===== src/include/dp_sizes.svh =====
`ifndef DP_SIZES_SVH
`define DP_SIZES_SVH

// number of edge PEs fed by the dispatcher
`define DP_NUM_PE      4

`define DP_CMD_W       32

// the instruction SRAM depth also sets the load address width
`define DP_IMEM_DEPTH  64

`define DP_FIFO_DEPTH  8   // command FIFO between fetch and decode

`define DP_RS_DEPTH    4   // reservation station entries

`endif

===== src/rtl/dp_cfg_pkg.sv =====
`include "dp_sizes.svh"

package dp_cfg_pkg;

    localparam int unsigned num_pe = `DP_NUM_PE;
    localparam int unsigned cmd_w  = `DP_CMD_W;

    // layer configuration fields carried by a CFG command
    localparam int unsigned replay_w = 3;
    localparam int unsigned fv_w     = 7;
    localparam int unsigned wb_w     = 4;

    // task fields carried by a TASK command
    localparam int unsigned vid_w  = 16;
    localparam int unsigned edge_w = 10;
    localparam int unsigned bank_w = 2;   // one of four memory banks

    // top two bits of every command word
    typedef enum logic [1:0] {
        OP_NOP  = 2'b00,
        OP_CFG  = 2'b01,
        OP_TASK = 2'b10,
        OP_END  = 2'b11   // closes one pass of the program
    } opcode_t;

endpackage


===== src/rtl/dp_task_pkg.sv =====
`include "dp_sizes.svh"

package dp_task_pkg;

    import dp_cfg_pkg::*;

    localparam int unsigned imem_aw = $clog2(`DP_IMEM_DEPTH);

    // reserved bits sit right after the opcode in both views
    localparam int unsigned cfg_pad_w  = cmd_w - 2 - replay_w - fv_w - wb_w;
    localparam int unsigned task_pad_w = cmd_w - 2 - vid_w - edge_w - bank_w;

    typedef struct packed {
        opcode_t               opcode;
        logic [cfg_pad_w-1:0]  rsvd;
        logic [replay_w-1:0]   max_replay;
        logic [fv_w-1:0]       num_fv;
        logic [wb_w-1:0]       weights_boundary;
    } cfg_view_t;

    typedef struct packed {
        opcode_t               opcode;
        logic [task_pad_w-1:0] rsvd;
        logic [vid_w-1:0]      vertex_id;
        logic [edge_w-1:0]     edge_count;
        logic [bank_w-1:0]     bank_sel;
    } task_view_t;

    // one command word is read as config or as task depending on its opcode
    typedef union packed {
        cfg_view_t  cfg_view;
        task_view_t task_view;
    } cmd_word_t;

    typedef struct packed {
        logic [vid_w-1:0]  vertex_id;
        logic [edge_w-1:0] edge_count;
        logic [bank_w-1:0] bank_sel;
    } task_t;

    typedef struct packed {
        logic  valid;
        task_t payload;
    } pe_task_t;

    typedef struct packed {
        logic               wen;
        logic [imem_aw-1:0] addr;
        logic [cmd_w-1:0]   data;
    } imem_req_t;

    typedef struct packed {
        logic [replay_w-1:0] replay_iter;
        logic [fv_w-1:0]     num_fv;
        logic [wb_w-1:0]     weights_boundary;
    } layer_cfg_t;

endpackage


===== src/rtl/dp_dispatch_top.sv =====
`timescale 1ns/1ps
`include "dp_sizes.svh"

module dp_dispatch_top #(
    parameter int IMEM_DEPTH = `DP_IMEM_DEPTH,
    parameter int FIFO_DEPTH = `DP_FIFO_DEPTH,
    parameter int RS_DEPTH   = `DP_RS_DEPTH
) (
    input  logic                                          clk,
    input  logic                                          reset,
    input  logic                                          start,
    input  logic                                          load_en,
    input  logic [dp_task_pkg::imem_aw-1:0]               load_addr,
    input  logic [dp_cfg_pkg::cmd_w-1:0]                  load_data,
    input  logic [dp_cfg_pkg::num_pe-1:0]                 pe_idle,
    input  logic [dp_cfg_pkg::num_pe-1:0]                 bank_busy,
    output dp_task_pkg::pe_task_t [dp_cfg_pkg::num_pe-1:0] pe_task,
    output dp_task_pkg::layer_cfg_t                       layer_cfg,
    output logic                                          stream_begin,
    output logic                                          task_complete
);

    import dp_cfg_pkg::*;
    import dp_task_pkg::*;

    imem_req_t                        imem_req;
    logic [cmd_w-1:0]                 imem_rdata;
    logic                             fifo_wr;
    logic [cmd_w-1:0]                 fifo_wdata;
    logic                             fifo_rd;
    cmd_word_t                        head_word;
    logic                             fifo_not_empty;
    logic                             fifo_full;
    logic [$clog2(FIFO_DEPTH+1)-1:0]  fifo_count;
    logic                             rs_push;
    task_t                            rs_task;
    logic                             rs_full;
    logic                             rs_empty;
    logic                             replay_restart;

    imem_sram #(.IMEM_DEPTH(IMEM_DEPTH)) u_imem (
        .clk   (clk),
        .req   (imem_req),
        .rdata (imem_rdata)
    );

    imem_fetch_cntl #(.IMEM_DEPTH(IMEM_DEPTH), .FIFO_DEPTH(FIFO_DEPTH)) u_fetch (
        .clk            (clk),
        .reset          (reset),
        .start          (start),
        .load_en        (load_en),
        .load_addr      (load_addr),
        .load_data      (load_data),
        .replay_restart (replay_restart),
        .fifo_full      (fifo_full),
        .fifo_count     (fifo_count),
        .imem_rdata     (imem_rdata),
        .imem_req       (imem_req),
        .fifo_wr        (fifo_wr),
        .fifo_wdata     (fifo_wdata)
    );

    // start flushes whatever a previous run left behind
    cmd_fifo #(.FIFO_DEPTH(FIFO_DEPTH)) u_fifo (
        .clk       (clk),
        .reset     (reset || start),
        .wr        (fifo_wr),
        .wdata     (fifo_wdata),
        .rd        (fifo_rd),
        .rdata     (head_word),
        .not_empty (fifo_not_empty),
        .full      (fifo_full),
        .count     (fifo_count)
    );

    cmd_decoder u_dec (
        .clk            (clk),
        .reset          (reset),
        .start          (start),
        .head           (head_word),
        .not_empty      (fifo_not_empty),
        .rs_full        (rs_full),
        .rs_empty       (rs_empty),
        .pe_idle        (pe_idle),
        .fifo_rd        (fifo_rd),
        .rs_push        (rs_push),
        .rs_task        (rs_task),
        .replay_restart (replay_restart),
        .layer_cfg      (layer_cfg),
        .stream_begin   (stream_begin),
        .task_complete  (task_complete)
    );

    task_rs #(.RS_DEPTH(RS_DEPTH)) u_rs (
        .clk       (clk),
        .reset     (reset),
        .push      (rs_push),
        .task_in   (rs_task),
        .pe_idle   (pe_idle),
        .bank_busy (bank_busy),
        .pe_task   (pe_task),
        .rs_full   (rs_full),
        .rs_empty  (rs_empty)
    );

endmodule


===== src/rtl/task_rs.sv =====
`timescale 1ns/1ps
`include "dp_sizes.svh"

module task_rs #(
    parameter int RS_DEPTH = `DP_RS_DEPTH
) (
    input  logic                                          clk,
    input  logic                                          reset,
    input  logic                                          push,
    input  dp_task_pkg::task_t                            task_in,
    input  logic [dp_cfg_pkg::num_pe-1:0]                 pe_idle,
    input  logic [dp_cfg_pkg::num_pe-1:0]                 bank_busy,
    output dp_task_pkg::pe_task_t [dp_cfg_pkg::num_pe-1:0] pe_task,
    output logic                                          rs_full,
    output logic                                          rs_empty
);

    import dp_cfg_pkg::*;
    import dp_task_pkg::*;

    localparam int PTR_W = (RS_DEPTH > 1) ? $clog2(RS_DEPTH) : 1;
    localparam int CNT_W = $clog2(RS_DEPTH + 1);

    task_t             slots [RS_DEPTH];
    logic [PTR_W-1:0]  head_ptr;
    logic [PTR_W-1:0]  tail_ptr;
    logic [CNT_W-1:0]  count;
    logic [num_pe-1:0] eligible;
    logic [num_pe-1:0] grant;
    logic [num_pe-1:0] issue_vld;
    task_t             issue_pay;
    logic              do_push;
    logic              pop;

    // a PE that holds valid this cycle has not dropped its idle bit yet
    assign eligible = pe_idle & ~bank_busy & ~issue_vld;
    assign grant    = eligible & (~eligible + 1'b1);   // lowest set bit wins

    assign do_push = push && !rs_full;
    assign pop     = (count != '0) && (eligible != '0);

    assign rs_full  = (count == CNT_W'(RS_DEPTH));
    assign rs_empty = (count == '0) && (issue_vld == '0);

    always_comb begin
        for (int p = 0; p < num_pe; p++) begin
            pe_task[p].valid   = issue_vld[p];
            pe_task[p].payload = issue_pay;
        end
    end

    always_ff @(posedge clk) begin
        if (reset) begin
            head_ptr  <= '0;
            tail_ptr  <= '0;
            count     <= '0;
            issue_vld <= '0;
        end else begin
            issue_vld <= pop ? grant : '0;
            if (do_push) begin
                tail_ptr <= (tail_ptr == PTR_W'(RS_DEPTH - 1)) ? '0 : tail_ptr + 1'b1;
            end
            if (pop) begin
                head_ptr <= (head_ptr == PTR_W'(RS_DEPTH - 1)) ? '0 : head_ptr + 1'b1;
            end
            case ({do_push, pop})
                2'b10:   count <= count + 1'b1;
                2'b01:   count <= count - 1'b1;
                default: count <= count;
            endcase
        end
    end

    // the oldest entry is handed out first and at most one leaves per cycle
    always_ff @(posedge clk) begin
        if (do_push) begin
            slots[tail_ptr] <= task_in;
        end
        if (pop) begin
            issue_pay <= slots[head_ptr];
        end
    end

endmodule


===== src/rtl/cmd_decoder.sv =====
`timescale 1ns/1ps

module cmd_decoder (
    input  logic                            clk,
    input  logic                            reset,
    input  logic                            start,
    input  dp_task_pkg::cmd_word_t          head,
    input  logic                            not_empty,
    input  logic                            rs_full,
    input  logic                            rs_empty,
    input  logic [dp_cfg_pkg::num_pe-1:0]   pe_idle,
    output logic                            fifo_rd,
    output logic                            rs_push,
    output dp_task_pkg::task_t              rs_task,
    output logic                            replay_restart,
    output dp_task_pkg::layer_cfg_t         layer_cfg,
    output logic                            stream_begin,
    output logic                            task_complete
);

    import dp_cfg_pkg::*;
    import dp_task_pkg::*;

    opcode_t             op;
    logic                draining;     // high once the final END is taken and the PEs are finishing
    logic [replay_w-1:0] max_replay;
    logic [replay_w-1:0] replay_iter;
    logic [fv_w-1:0]     num_fv;
    logic [wb_w-1:0]     weights_boundary;

    assign op = head.cfg_view.opcode;

    // a task at the head waits in the FIFO while the station is full
    assign fifo_rd = not_empty && !draining && !((op == OP_TASK) && rs_full);
    assign rs_push = fifo_rd && (op == OP_TASK);

    assign rs_task = '{vertex_id:  head.task_view.vertex_id,
                       edge_count: head.task_view.edge_count,
                       bank_sel:   head.task_view.bank_sel};

    assign layer_cfg = '{replay_iter:      replay_iter,
                         num_fv:           num_fv,
                         weights_boundary: weights_boundary};

    always_ff @(posedge clk) begin
        if (reset || start) begin
            draining       <= 1'b0;
            task_complete  <= 1'b0;
            stream_begin   <= 1'b0;
            replay_restart <= 1'b0;
            replay_iter    <= '0;
            max_replay     <= '0;
        end else begin
            stream_begin   <= fifo_rd && (op == OP_CFG);
            replay_restart <= 1'b0;
            if (fifo_rd && (op == OP_CFG)) begin
                max_replay <= head.cfg_view.max_replay;
            end
            if (fifo_rd && (op == OP_END)) begin
                if (replay_iter < max_replay) begin
                    replay_iter    <= replay_iter + 1'b1;
                    replay_restart <= 1'b1;
                end else begin
                    draining <= 1'b1;
                end
            end
            // stays high until the next start
            if (draining && rs_empty && (&pe_idle)) begin
                task_complete <= 1'b1;
            end
        end
    end

    always_ff @(posedge clk) begin
        if (fifo_rd && (op == OP_CFG)) begin
            num_fv           <= head.cfg_view.num_fv;
            weights_boundary <= head.cfg_view.weights_boundary;
        end
    end

endmodule


===== src/rtl/cmd_fifo.sv =====
`timescale 1ns/1ps
`include "dp_sizes.svh"

module cmd_fifo #(
    parameter int FIFO_DEPTH = `DP_FIFO_DEPTH
) (
    input  logic                            clk,
    input  logic                            reset,
    input  logic                            wr,
    input  logic [dp_cfg_pkg::cmd_w-1:0]    wdata,
    input  logic                            rd,
    output logic [dp_cfg_pkg::cmd_w-1:0]    rdata,
    output logic                            not_empty,
    output logic                            full,
    output logic [$clog2(FIFO_DEPTH+1)-1:0] count
);

    import dp_cfg_pkg::*;

    localparam int PTR_W = (FIFO_DEPTH > 1) ? $clog2(FIFO_DEPTH) : 1;
    localparam int CNT_W = $clog2(FIFO_DEPTH + 1);

    logic [cmd_w-1:0] mem [FIFO_DEPTH];
    logic [PTR_W-1:0] wr_ptr;
    logic [PTR_W-1:0] rd_ptr;
    logic             do_wr;
    logic             do_rd;

    assign do_wr     = wr && !full;
    assign do_rd     = rd && not_empty;
    assign full      = (count == CNT_W'(FIFO_DEPTH));
    assign not_empty = (count != '0);
    assign rdata     = mem[rd_ptr];   // head word is shown before it is read

    always_ff @(posedge clk) begin
        if (reset) begin
            wr_ptr <= '0;
            rd_ptr <= '0;
            count  <= '0;
        end else begin
            if (do_wr) begin
                wr_ptr <= (wr_ptr == PTR_W'(FIFO_DEPTH - 1)) ? '0 : wr_ptr + 1'b1;
            end
            if (do_rd) begin
                rd_ptr <= (rd_ptr == PTR_W'(FIFO_DEPTH - 1)) ? '0 : rd_ptr + 1'b1;
            end
            case ({do_wr, do_rd})
                2'b10:   count <= count + 1'b1;
                2'b01:   count <= count - 1'b1;
                default: count <= count;
            endcase
        end
    end

    always_ff @(posedge clk) begin
        if (do_wr) begin
            mem[wr_ptr] <= wdata;
        end
    end

endmodule


===== src/rtl/imem_fetch_cntl.sv =====
`timescale 1ns/1ps
`include "dp_sizes.svh"

module imem_fetch_cntl #(
    parameter int IMEM_DEPTH = `DP_IMEM_DEPTH,
    parameter int FIFO_DEPTH = `DP_FIFO_DEPTH
) (
    input  logic                                clk,
    input  logic                                reset,
    input  logic                                start,
    input  logic                                load_en,
    input  logic [dp_task_pkg::imem_aw-1:0]     load_addr,
    input  logic [dp_cfg_pkg::cmd_w-1:0]        load_data,
    input  logic                                replay_restart,
    input  logic                                fifo_full,
    input  logic [$clog2(FIFO_DEPTH+1)-1:0]     fifo_count,
    input  logic [dp_cfg_pkg::cmd_w-1:0]        imem_rdata,
    output dp_task_pkg::imem_req_t              imem_req,
    output logic                                fifo_wr,
    output logic [dp_cfg_pkg::cmd_w-1:0]        fifo_wdata
);

    import dp_cfg_pkg::*;
    import dp_task_pkg::*;

    localparam int CNT_W = $clog2(FIFO_DEPTH + 1);

    logic               running;
    logic [imem_aw-1:0] pc;
    logic               rd_vld;      // the word read last cycle is on imem_rdata
    logic               host_wr;
    logic               rd_issue;
    logic               end_hit;
    logic [1:0]         in_flight;
    logic [CNT_W:0]     committed;
    cmd_word_t          rword;

    assign host_wr = load_en && !running;   // host owns the port only while idle

    assign imem_req = '{wen: host_wr, addr: host_wr ? load_addr : pc, data: load_data};

    assign rword   = imem_rdata;
    assign end_hit = rd_vld && (rword.cfg_view.opcode == OP_END);

    // words already read but not yet counted by the FIFO
    assign in_flight = {1'b0, rd_vld} + {1'b0, fifo_wr};
    assign committed = {1'b0, fifo_count} + (CNT_W + 1)'(in_flight);

    // no read goes out in the cycle END returns, so nothing past END is fetched
    assign rd_issue = running && !end_hit && !fifo_full &&
                      (committed < (CNT_W + 1)'(FIFO_DEPTH));

    always_ff @(posedge clk) begin
        if (reset) begin
            running <= 1'b0;
            pc      <= '0;
            rd_vld  <= 1'b0;
            fifo_wr <= 1'b0;
        end else if (start) begin
            running <= 1'b1;
            pc      <= '0;
            rd_vld  <= 1'b0;
            fifo_wr <= 1'b0;
        end else begin
            rd_vld  <= rd_issue;
            fifo_wr <= rd_vld;
            if (replay_restart) begin
                running <= 1'b1;   // next pass starts over from address 0
                pc      <= '0;
            end else begin
                if (end_hit) begin
                    running <= 1'b0;
                end
                if (rd_issue) begin
                    pc <= (pc == imem_aw'(IMEM_DEPTH - 1)) ? '0 : pc + 1'b1;
                end
            end
        end
    end

    always_ff @(posedge clk) begin
        if (rd_vld) begin
            fifo_wdata <= imem_rdata;
        end
    end

endmodule


===== src/rtl/imem_sram.sv =====
`timescale 1ns/1ps
`include "dp_sizes.svh"

module imem_sram #(
    parameter int IMEM_DEPTH = `DP_IMEM_DEPTH
) (
    input  logic                         clk,
    input  dp_task_pkg::imem_req_t       req,
    output logic [dp_cfg_pkg::cmd_w-1:0] rdata
);

    import dp_cfg_pkg::*;

    logic [cmd_w-1:0] mem [IMEM_DEPTH];

    // a write cycle on the single port returns the old word on rdata
    always_ff @(posedge clk) begin
        if (req.wen) begin
            mem[req.addr] <= req.data;
        end
        rdata <= mem[req.addr];
    end

endmodule


===== config.mk =====
export PLATFORM = sky130hd
export DESIGN_NAME = dp_dispatch_top
export DESIGN_NICKNAME = d
export VERILOG_FILES = /design/src/rtl/dp_cfg_pkg.sv /design/src/rtl/dp_task_pkg.sv /design/src/rtl/dp_dispatch_top.sv /design/src/rtl/task_rs.sv /design/src/rtl/cmd_decoder.sv /design/src/rtl/cmd_fifo.sv /design/src/rtl/imem_fetch_cntl.sv /design/src/rtl/imem_sram.sv
export VERILOG_INCLUDE_DIRS = /design/src /design/src/include
export SDC_FILE = /design/constraint.sdc
export NUM_CORES = 2
export LEC_CHECK = 0
export BUFFER_PORTS_ARGS = -buffer_cell sky130_fd_sc_hd__buf_2
export CELL_PAD_IN_SITES_DETAIL_PLACEMENT = 1
export CELL_PAD_IN_SITES_GLOBAL_PLACEMENT = 1
export CORE_MARGIN = 2
export CORE_UTILIZATION = 40
export CTS_CLUSTER_DIAMETER = 50
export DETAILED_ROUTE_END_ITERATION = 8
export GPL_TIMING_DRIVEN = 0
export PLACE_DENSITY_LB_ADDON = 0.2
export SLEW_MARGIN = 30
export SYNTH_ARGS = -nofsm -noshare
export SYNTH_HDL_FRONTEND = slang
export SYNTH_HIERARCHICAL = 1
export SYNTH_SLANG_ARGS = --single-unit

===== constraint.sdc =====
create_clock -name clk -period 15.8 [get_ports clk]
set_input_delay 3.16 -clock clk [delete_from_list [all_inputs] [get_ports clk]]
set_output_delay 3.16 -clock clk [all_outputs]
set_load 0.05 [all_outputs]

==> After elaboration in Yosys (flattened, before gate mapping) <==
Memory sizes are Yosys's and may differ from the RTL's. A register that Yosys moved wholly into a read port is not among the register bits.
Cells that the tools add are included.
{ "word_totals": {"ff_bits": 83, "ramBits": 2416, "in_bits": 50, "out_inout_bits": 132, "word_cells": 122, "memories": 3} }
{ "memory_table": {"columns": ["memory", "words", "word_bits", "rd", "rd_clocked_by_memory_dff", "wr", "line", "source"], "rows": [
  ["u_imem.mem", 64, 32, 1, 1, 1, "imem_sram.sv:14", "logic [cmd_w-1:0] mem [IMEM_DEPTH];"],
  ["u_fifo.mem", 8, 32, 1, 1, 1, "cmd_fifo.sv:23", "logic [cmd_w-1:0] mem [FIFO_DEPTH];"],
  ["u_rs.slots", 4, 28, 1, 1, 1, "task_rs.sv:24", "task_t slots [RS_DEPTH];"]
]} }
{ "op_classes": {"add_sub_neg": 13, "order_cmp": 2, "n_eq_ne": 15, "muxes": 20, "bitwise_logic": 9, "n_reduce_logical": 40} }
{ "op_table": {"columns": ["op", "n"], "rows": [
  ["$logic_and A1 B1 Y1", 18],
  ["$eq A2 B2 Y1 const B", 7],
  ["$add A3 B1 Y3 const B", 4],
  ["$and A4 B4 Y4", 3],
  ["$mux W3", 4],
  ["$mux W6", 2],
  ["$not A4 Y4", 3],
  ["$mux W1", 10],
  ["$eq A3 B3 Y1 const B", 3],
  ["$add A4 B1 Y4 const B", 2],
  ["$pmux W4 S2", 1],
  ["$reduce_bool A4 Y1", 2],
  ["$add A6 B1 Y6 const B", 1],
  ["$eq A2 B1 Y1 const B", 3],
  ["$eq A6 B6 Y1 const B", 1],
  ["$logic_not A1 Y1", 6],
  ["$pmux W3 S2", 1],
  ["$reduce_bool A3 Y1", 2],
  ["$reduce_or A2 Y1", 3],
  ["$add A4 B2 Y5", 1],
  ["$lt A5 B4 Y1 const B", 1],
  ["$add A2 B1 Y2 const B", 2],
  ["$eq A4 B4 Y1 const B", 1],
  ["$logic_not A4 Y1", 1],
  ["12 further kinds", 17]
]} }

==> Logic depth before layout (Yosys ltp) <==
{ "depth": {"word_depth": 8, "mapped_depth": 16, "mapped_depth_nobuf": 14} }

==> Modules after synthesis <==
The synthesis kept the hierarchy.
{ "by_module_without_submodules": {"columns": ["module", "n_inst", "cells_each", "area_per_inst_um2"], "rows": [
  ["imem_sram", 1, 4239, 78928.2],
  ["cmd_fifo", 1, 448, 10456.3],
  ["task_rs", 1, 325, 6143.4],
  ["imem_fetch_cntl", 1, 122, 1707.9],
  ["cmd_decoder", 1, 94, 1018.5],
  ["dp_dispatch_top", 1, 1, 6.3]
]} }

==> Worst setup path before layout <==
No wires, ideal clock.
{ "synth_timing": {"kind": "input-to-reg", "start": "in load_en", "end": "mem u_imem/mem[11][0] in the netlist's numbering (enable)", "setup_ns": 0.421, "arrival_ns": 6.699, "t_required_ns": 15.379, "setup_slack_ns": 8.680, "cell_stages": 12, "path_cell_list": "nor2b_1 -> clkbuf_1 -> mux2_2 -> buf_2 -> buf_2 -> buf_2 -> buf_2 -> buf_2 -> buf_2 -> nor2b_1 -> nand2_1 -> nor2_1"} }
{ "synth_lines": {"columns": ["element", "line", "source"], "rows": [
  ["start: declaration", "dp_dispatch_top.sv:12", "input logic load_en,"],
  ["end: declaration", "imem_sram.sv:14", null]
]} }

==> impl_results.md <==
* Die extent in x at 486 µm
* Vias per Instance at approximately 6
* Max_cap viols at 0
* M1 GR Usage at about a third
* DRT Pass-1 Iters at 8
* CP endpoint kind: flip-flop
* R2R Setup Slk at between 9 and 10 ns
* Int Power at ~11 mW
* Final worst-path cycle share at a little over half
* RSZ-0062 raised after global routing: false
* Cell Rows at between 150 and 200
* TritonCTS buffer count at slightly below 300
* Fin nets at ~5600
* Syn Area/Cell at 18.7 µm²
* Gr busiest metal: met2
* I/O Pins at ~180
* Syn Inst Count at 4964
* Clk pwr share at approximately 44%
* P_sw at 3.41 mW
* Crit Reg-Reg Endpoint: u_imem/rdata[0]
* Gate power share at under 10%
* Clock slew at reported path FFs at roughly 0.060 ns
* Final TNS setup at 0 ns
* Remaining DRCs at 0
* Cts hold-fix bufs at 0
* Most frequent CP cell: buf_2
* Die ar. at roughly 240000 µm²
* Reg2Reg Launch Point: u_fetch/running
* Crit path DAT at slightly below 9 ns
* Die Span Y at approximately 490 µm
* Leak pwr at ~36 nW
* Congestion Overflow GR at 0
* HP Start: u_imem/rdata[6]
* Slowest-stage cell, CP: a2111oi_0
* WHS Path Cells at 0
* Top fanout value on the critical path at 10
* FILL cells at 21300
* Clock Skews at about 0.067 ns
* Gr usage total at approximately a quarter
* Post-DRT Antenna Nets at 0
* Met3 track demand over resource at about 4.9%
* CTS tree: built
* Clock root buffer: clkbuf_16
* Layout cell share with drive strength beyond 1 at between 20% and 30%
* CORE AREA at about 230000 µm²
* Status: finished, final reports clean
* Peak Freq at between 100 and 150 MHz
* H-tree depth at 5
* Critical path launch point type: primary input
* Worst Hold Path EP: u_fetch/fifo_wdata[6]
* Routed WL at between 200 and 300 mm
* Endpoints failing setup at 0
* HPWL Detailed at about 190 mm
* Number of setup buffers added after CTS at 0
* Max_slew headroom at roughly a quarter
* Total power at about 15 mW
* Worst VDD drop at just under 100 µV
* Sequential share of power at between 40% and 50%
* Min-delay worst type: flip-flop to flip-flop
* Req. time, crit path at between 15 and 20 ns
* Pwr dens at 133 nW/µm²
* Hold Slack at about 0.40 ns
* Sw Ratio at between 20 and 25%
* Cell area after layout at around 110000 µm²
* Finished Core Util at 48.0%
* Largest net degree at the start of global routing at 65
* Clock Latency Late Sink at roughly 0.95 ns
* Pre-CTS setup slack at between 6 and 7 ns
* Vias at ~52000
* Critical-path cell list: buf_2 > nor2b_1 > clkbuf_1 > mux2_2 > buf_2 > buf_2 > buf_2 > buf_2 > buf_1 > mux4_2 > nand3_1 > o311ai_0 > a2111oi_0 > nand4_1
* DP Cell Count at about 8300
* Min Tclk post-route at 8.28 ns
* Ys Warns at 6
* Mapped Area at a little over 90000 µm²
* P&R area growth vs syn at 19.2%
* Number of global-route vias before repair at 53000
* First-pass GRT wire length at between 300 and 400 mm
* Setup CP Type: primary input to flip-flop
* Initial antenna violation count at 34
* CTS Sinks at 2414
* IO buf count at roughly 150
* Crit-path max cell delay at ~0.84 ns
* Starting Density at 40.3%
* Fin worst setup slack at roughly 7.5 ns
* Initial DRC count at about 5800
* R2R cell count at 13
* Post-cts gate resize count at 0
* Grt met2 use at between 30% and 40%
* Pins Over Slew Limit at 0
* WL/cell at 32.2 µm
* Post-DP Area at 101000 µm²
* Syn_nets at roughly 5000
* Finished Layout Cells at 8802
* Clock Path Buffers at 4
* Final hold vios at 0
* Worst slew pin tran at approximately 1.1 ns
* Routability congestion estimate at about 0.9
state kept, by name, summed over array words and instances (netlist names), 2 cells and up, named ones only:
name                    flops
u_dec/max_replay            3
u_dec/num_fv                7
u_dec/replay_iter           3
u_dec/weights_boundary      4
u_fetch/fifo_wdata         30
u_fetch/pc                  6
u_fifo/count                4
u_fifo/mem                240
u_fifo/rd_ptr               3
u_fifo/wr_ptr               3
u_imem/mem               1920
u_imem/rdata               30
u_rs/count                  3
u_rs/head_ptr               2
u_rs/issue_vld              4
u_rs/pe_task               28
u_rs/slots                112
u_rs/tail_ptr               2
layer usage:
layer | vias to the layer above | share of wire, %
li1 | 21600 | -
met2 | 2412 | 47
met1 | 27400 | 40
met3 | 544 | 8.3
met4 | 20 | 3.9
met5 | - | 0.043
final cells by class:
type	instances	area, µm²	area share (%)
Clock inverter	147	1610	1.45
Antenna cell	6	15.0	0.0136
Sequential cell	2414	71800	64.9
Buffer	473	2620	2.37
Tap cell	3026	3790	3.42
Clock buffer	350	7540	6.82
Inverter	16	60.1	0.0543
Timing Repair Buffer	309	4230	3.83
Multi-Input combinational cell	2061	19000	17.2
placed cells by master (no fill, tap or decap), drive strengths merged, types with 33 or more instances in the layout:
cell type     n
a21oi       135
nand2        44
o21ai        89
nor2        164
and3         85
clkinv       82
a221oi      165
mux2        175
a31oi        41
mux2i       247
o22ai        88
a22o         62
buf         607
dfxtp        73
inv          40
a22oi       177
nor3         33
o22a         65
mux4        178
clkbuf      525
nand3        57
edfxtp     2341
power by group through the flow:
stage	sequential, mW	combinational, mW	clock (mW)
global placement	7.24	1.03	0
finish	7.11	1.08	6.47
CTS	7.11	1.08	6.58
detailed placement	7.24	1.07	0
global route	7.11	1.12	6.82
floorplan	7.27	0.611	0
how the worst max path moves through the flow:
stage | from | end | slack, ns | cells after the start
after floorplan | load_en | u_imem/mem[11][0] | 8.77 | 12
after global placement | load_en | u_imem/mem[29][6] | 5.01 | 12
after CTS | load_en | u_imem/rdata[0] | 7.65 | 15
after global routing | load_en | u_imem/rdata[0] | 7.54 | 15
final | load_en | u_imem/rdata[0] | 7.52 | 14
after detailed placement | load_en | u_imem/rdata[0] | 6.67 | 15
worst max-delay path: cells and delay by family:
family / cells / cell delay, ns
multiplexers: 2 / 0.69
AO/OA/AOI/OAI: 2 / 1.16
buffers and inverters: 7 / 3.01
AND/OR/NAND/NOR: 3 / 0.80
(Power assumes the default switching activity.)
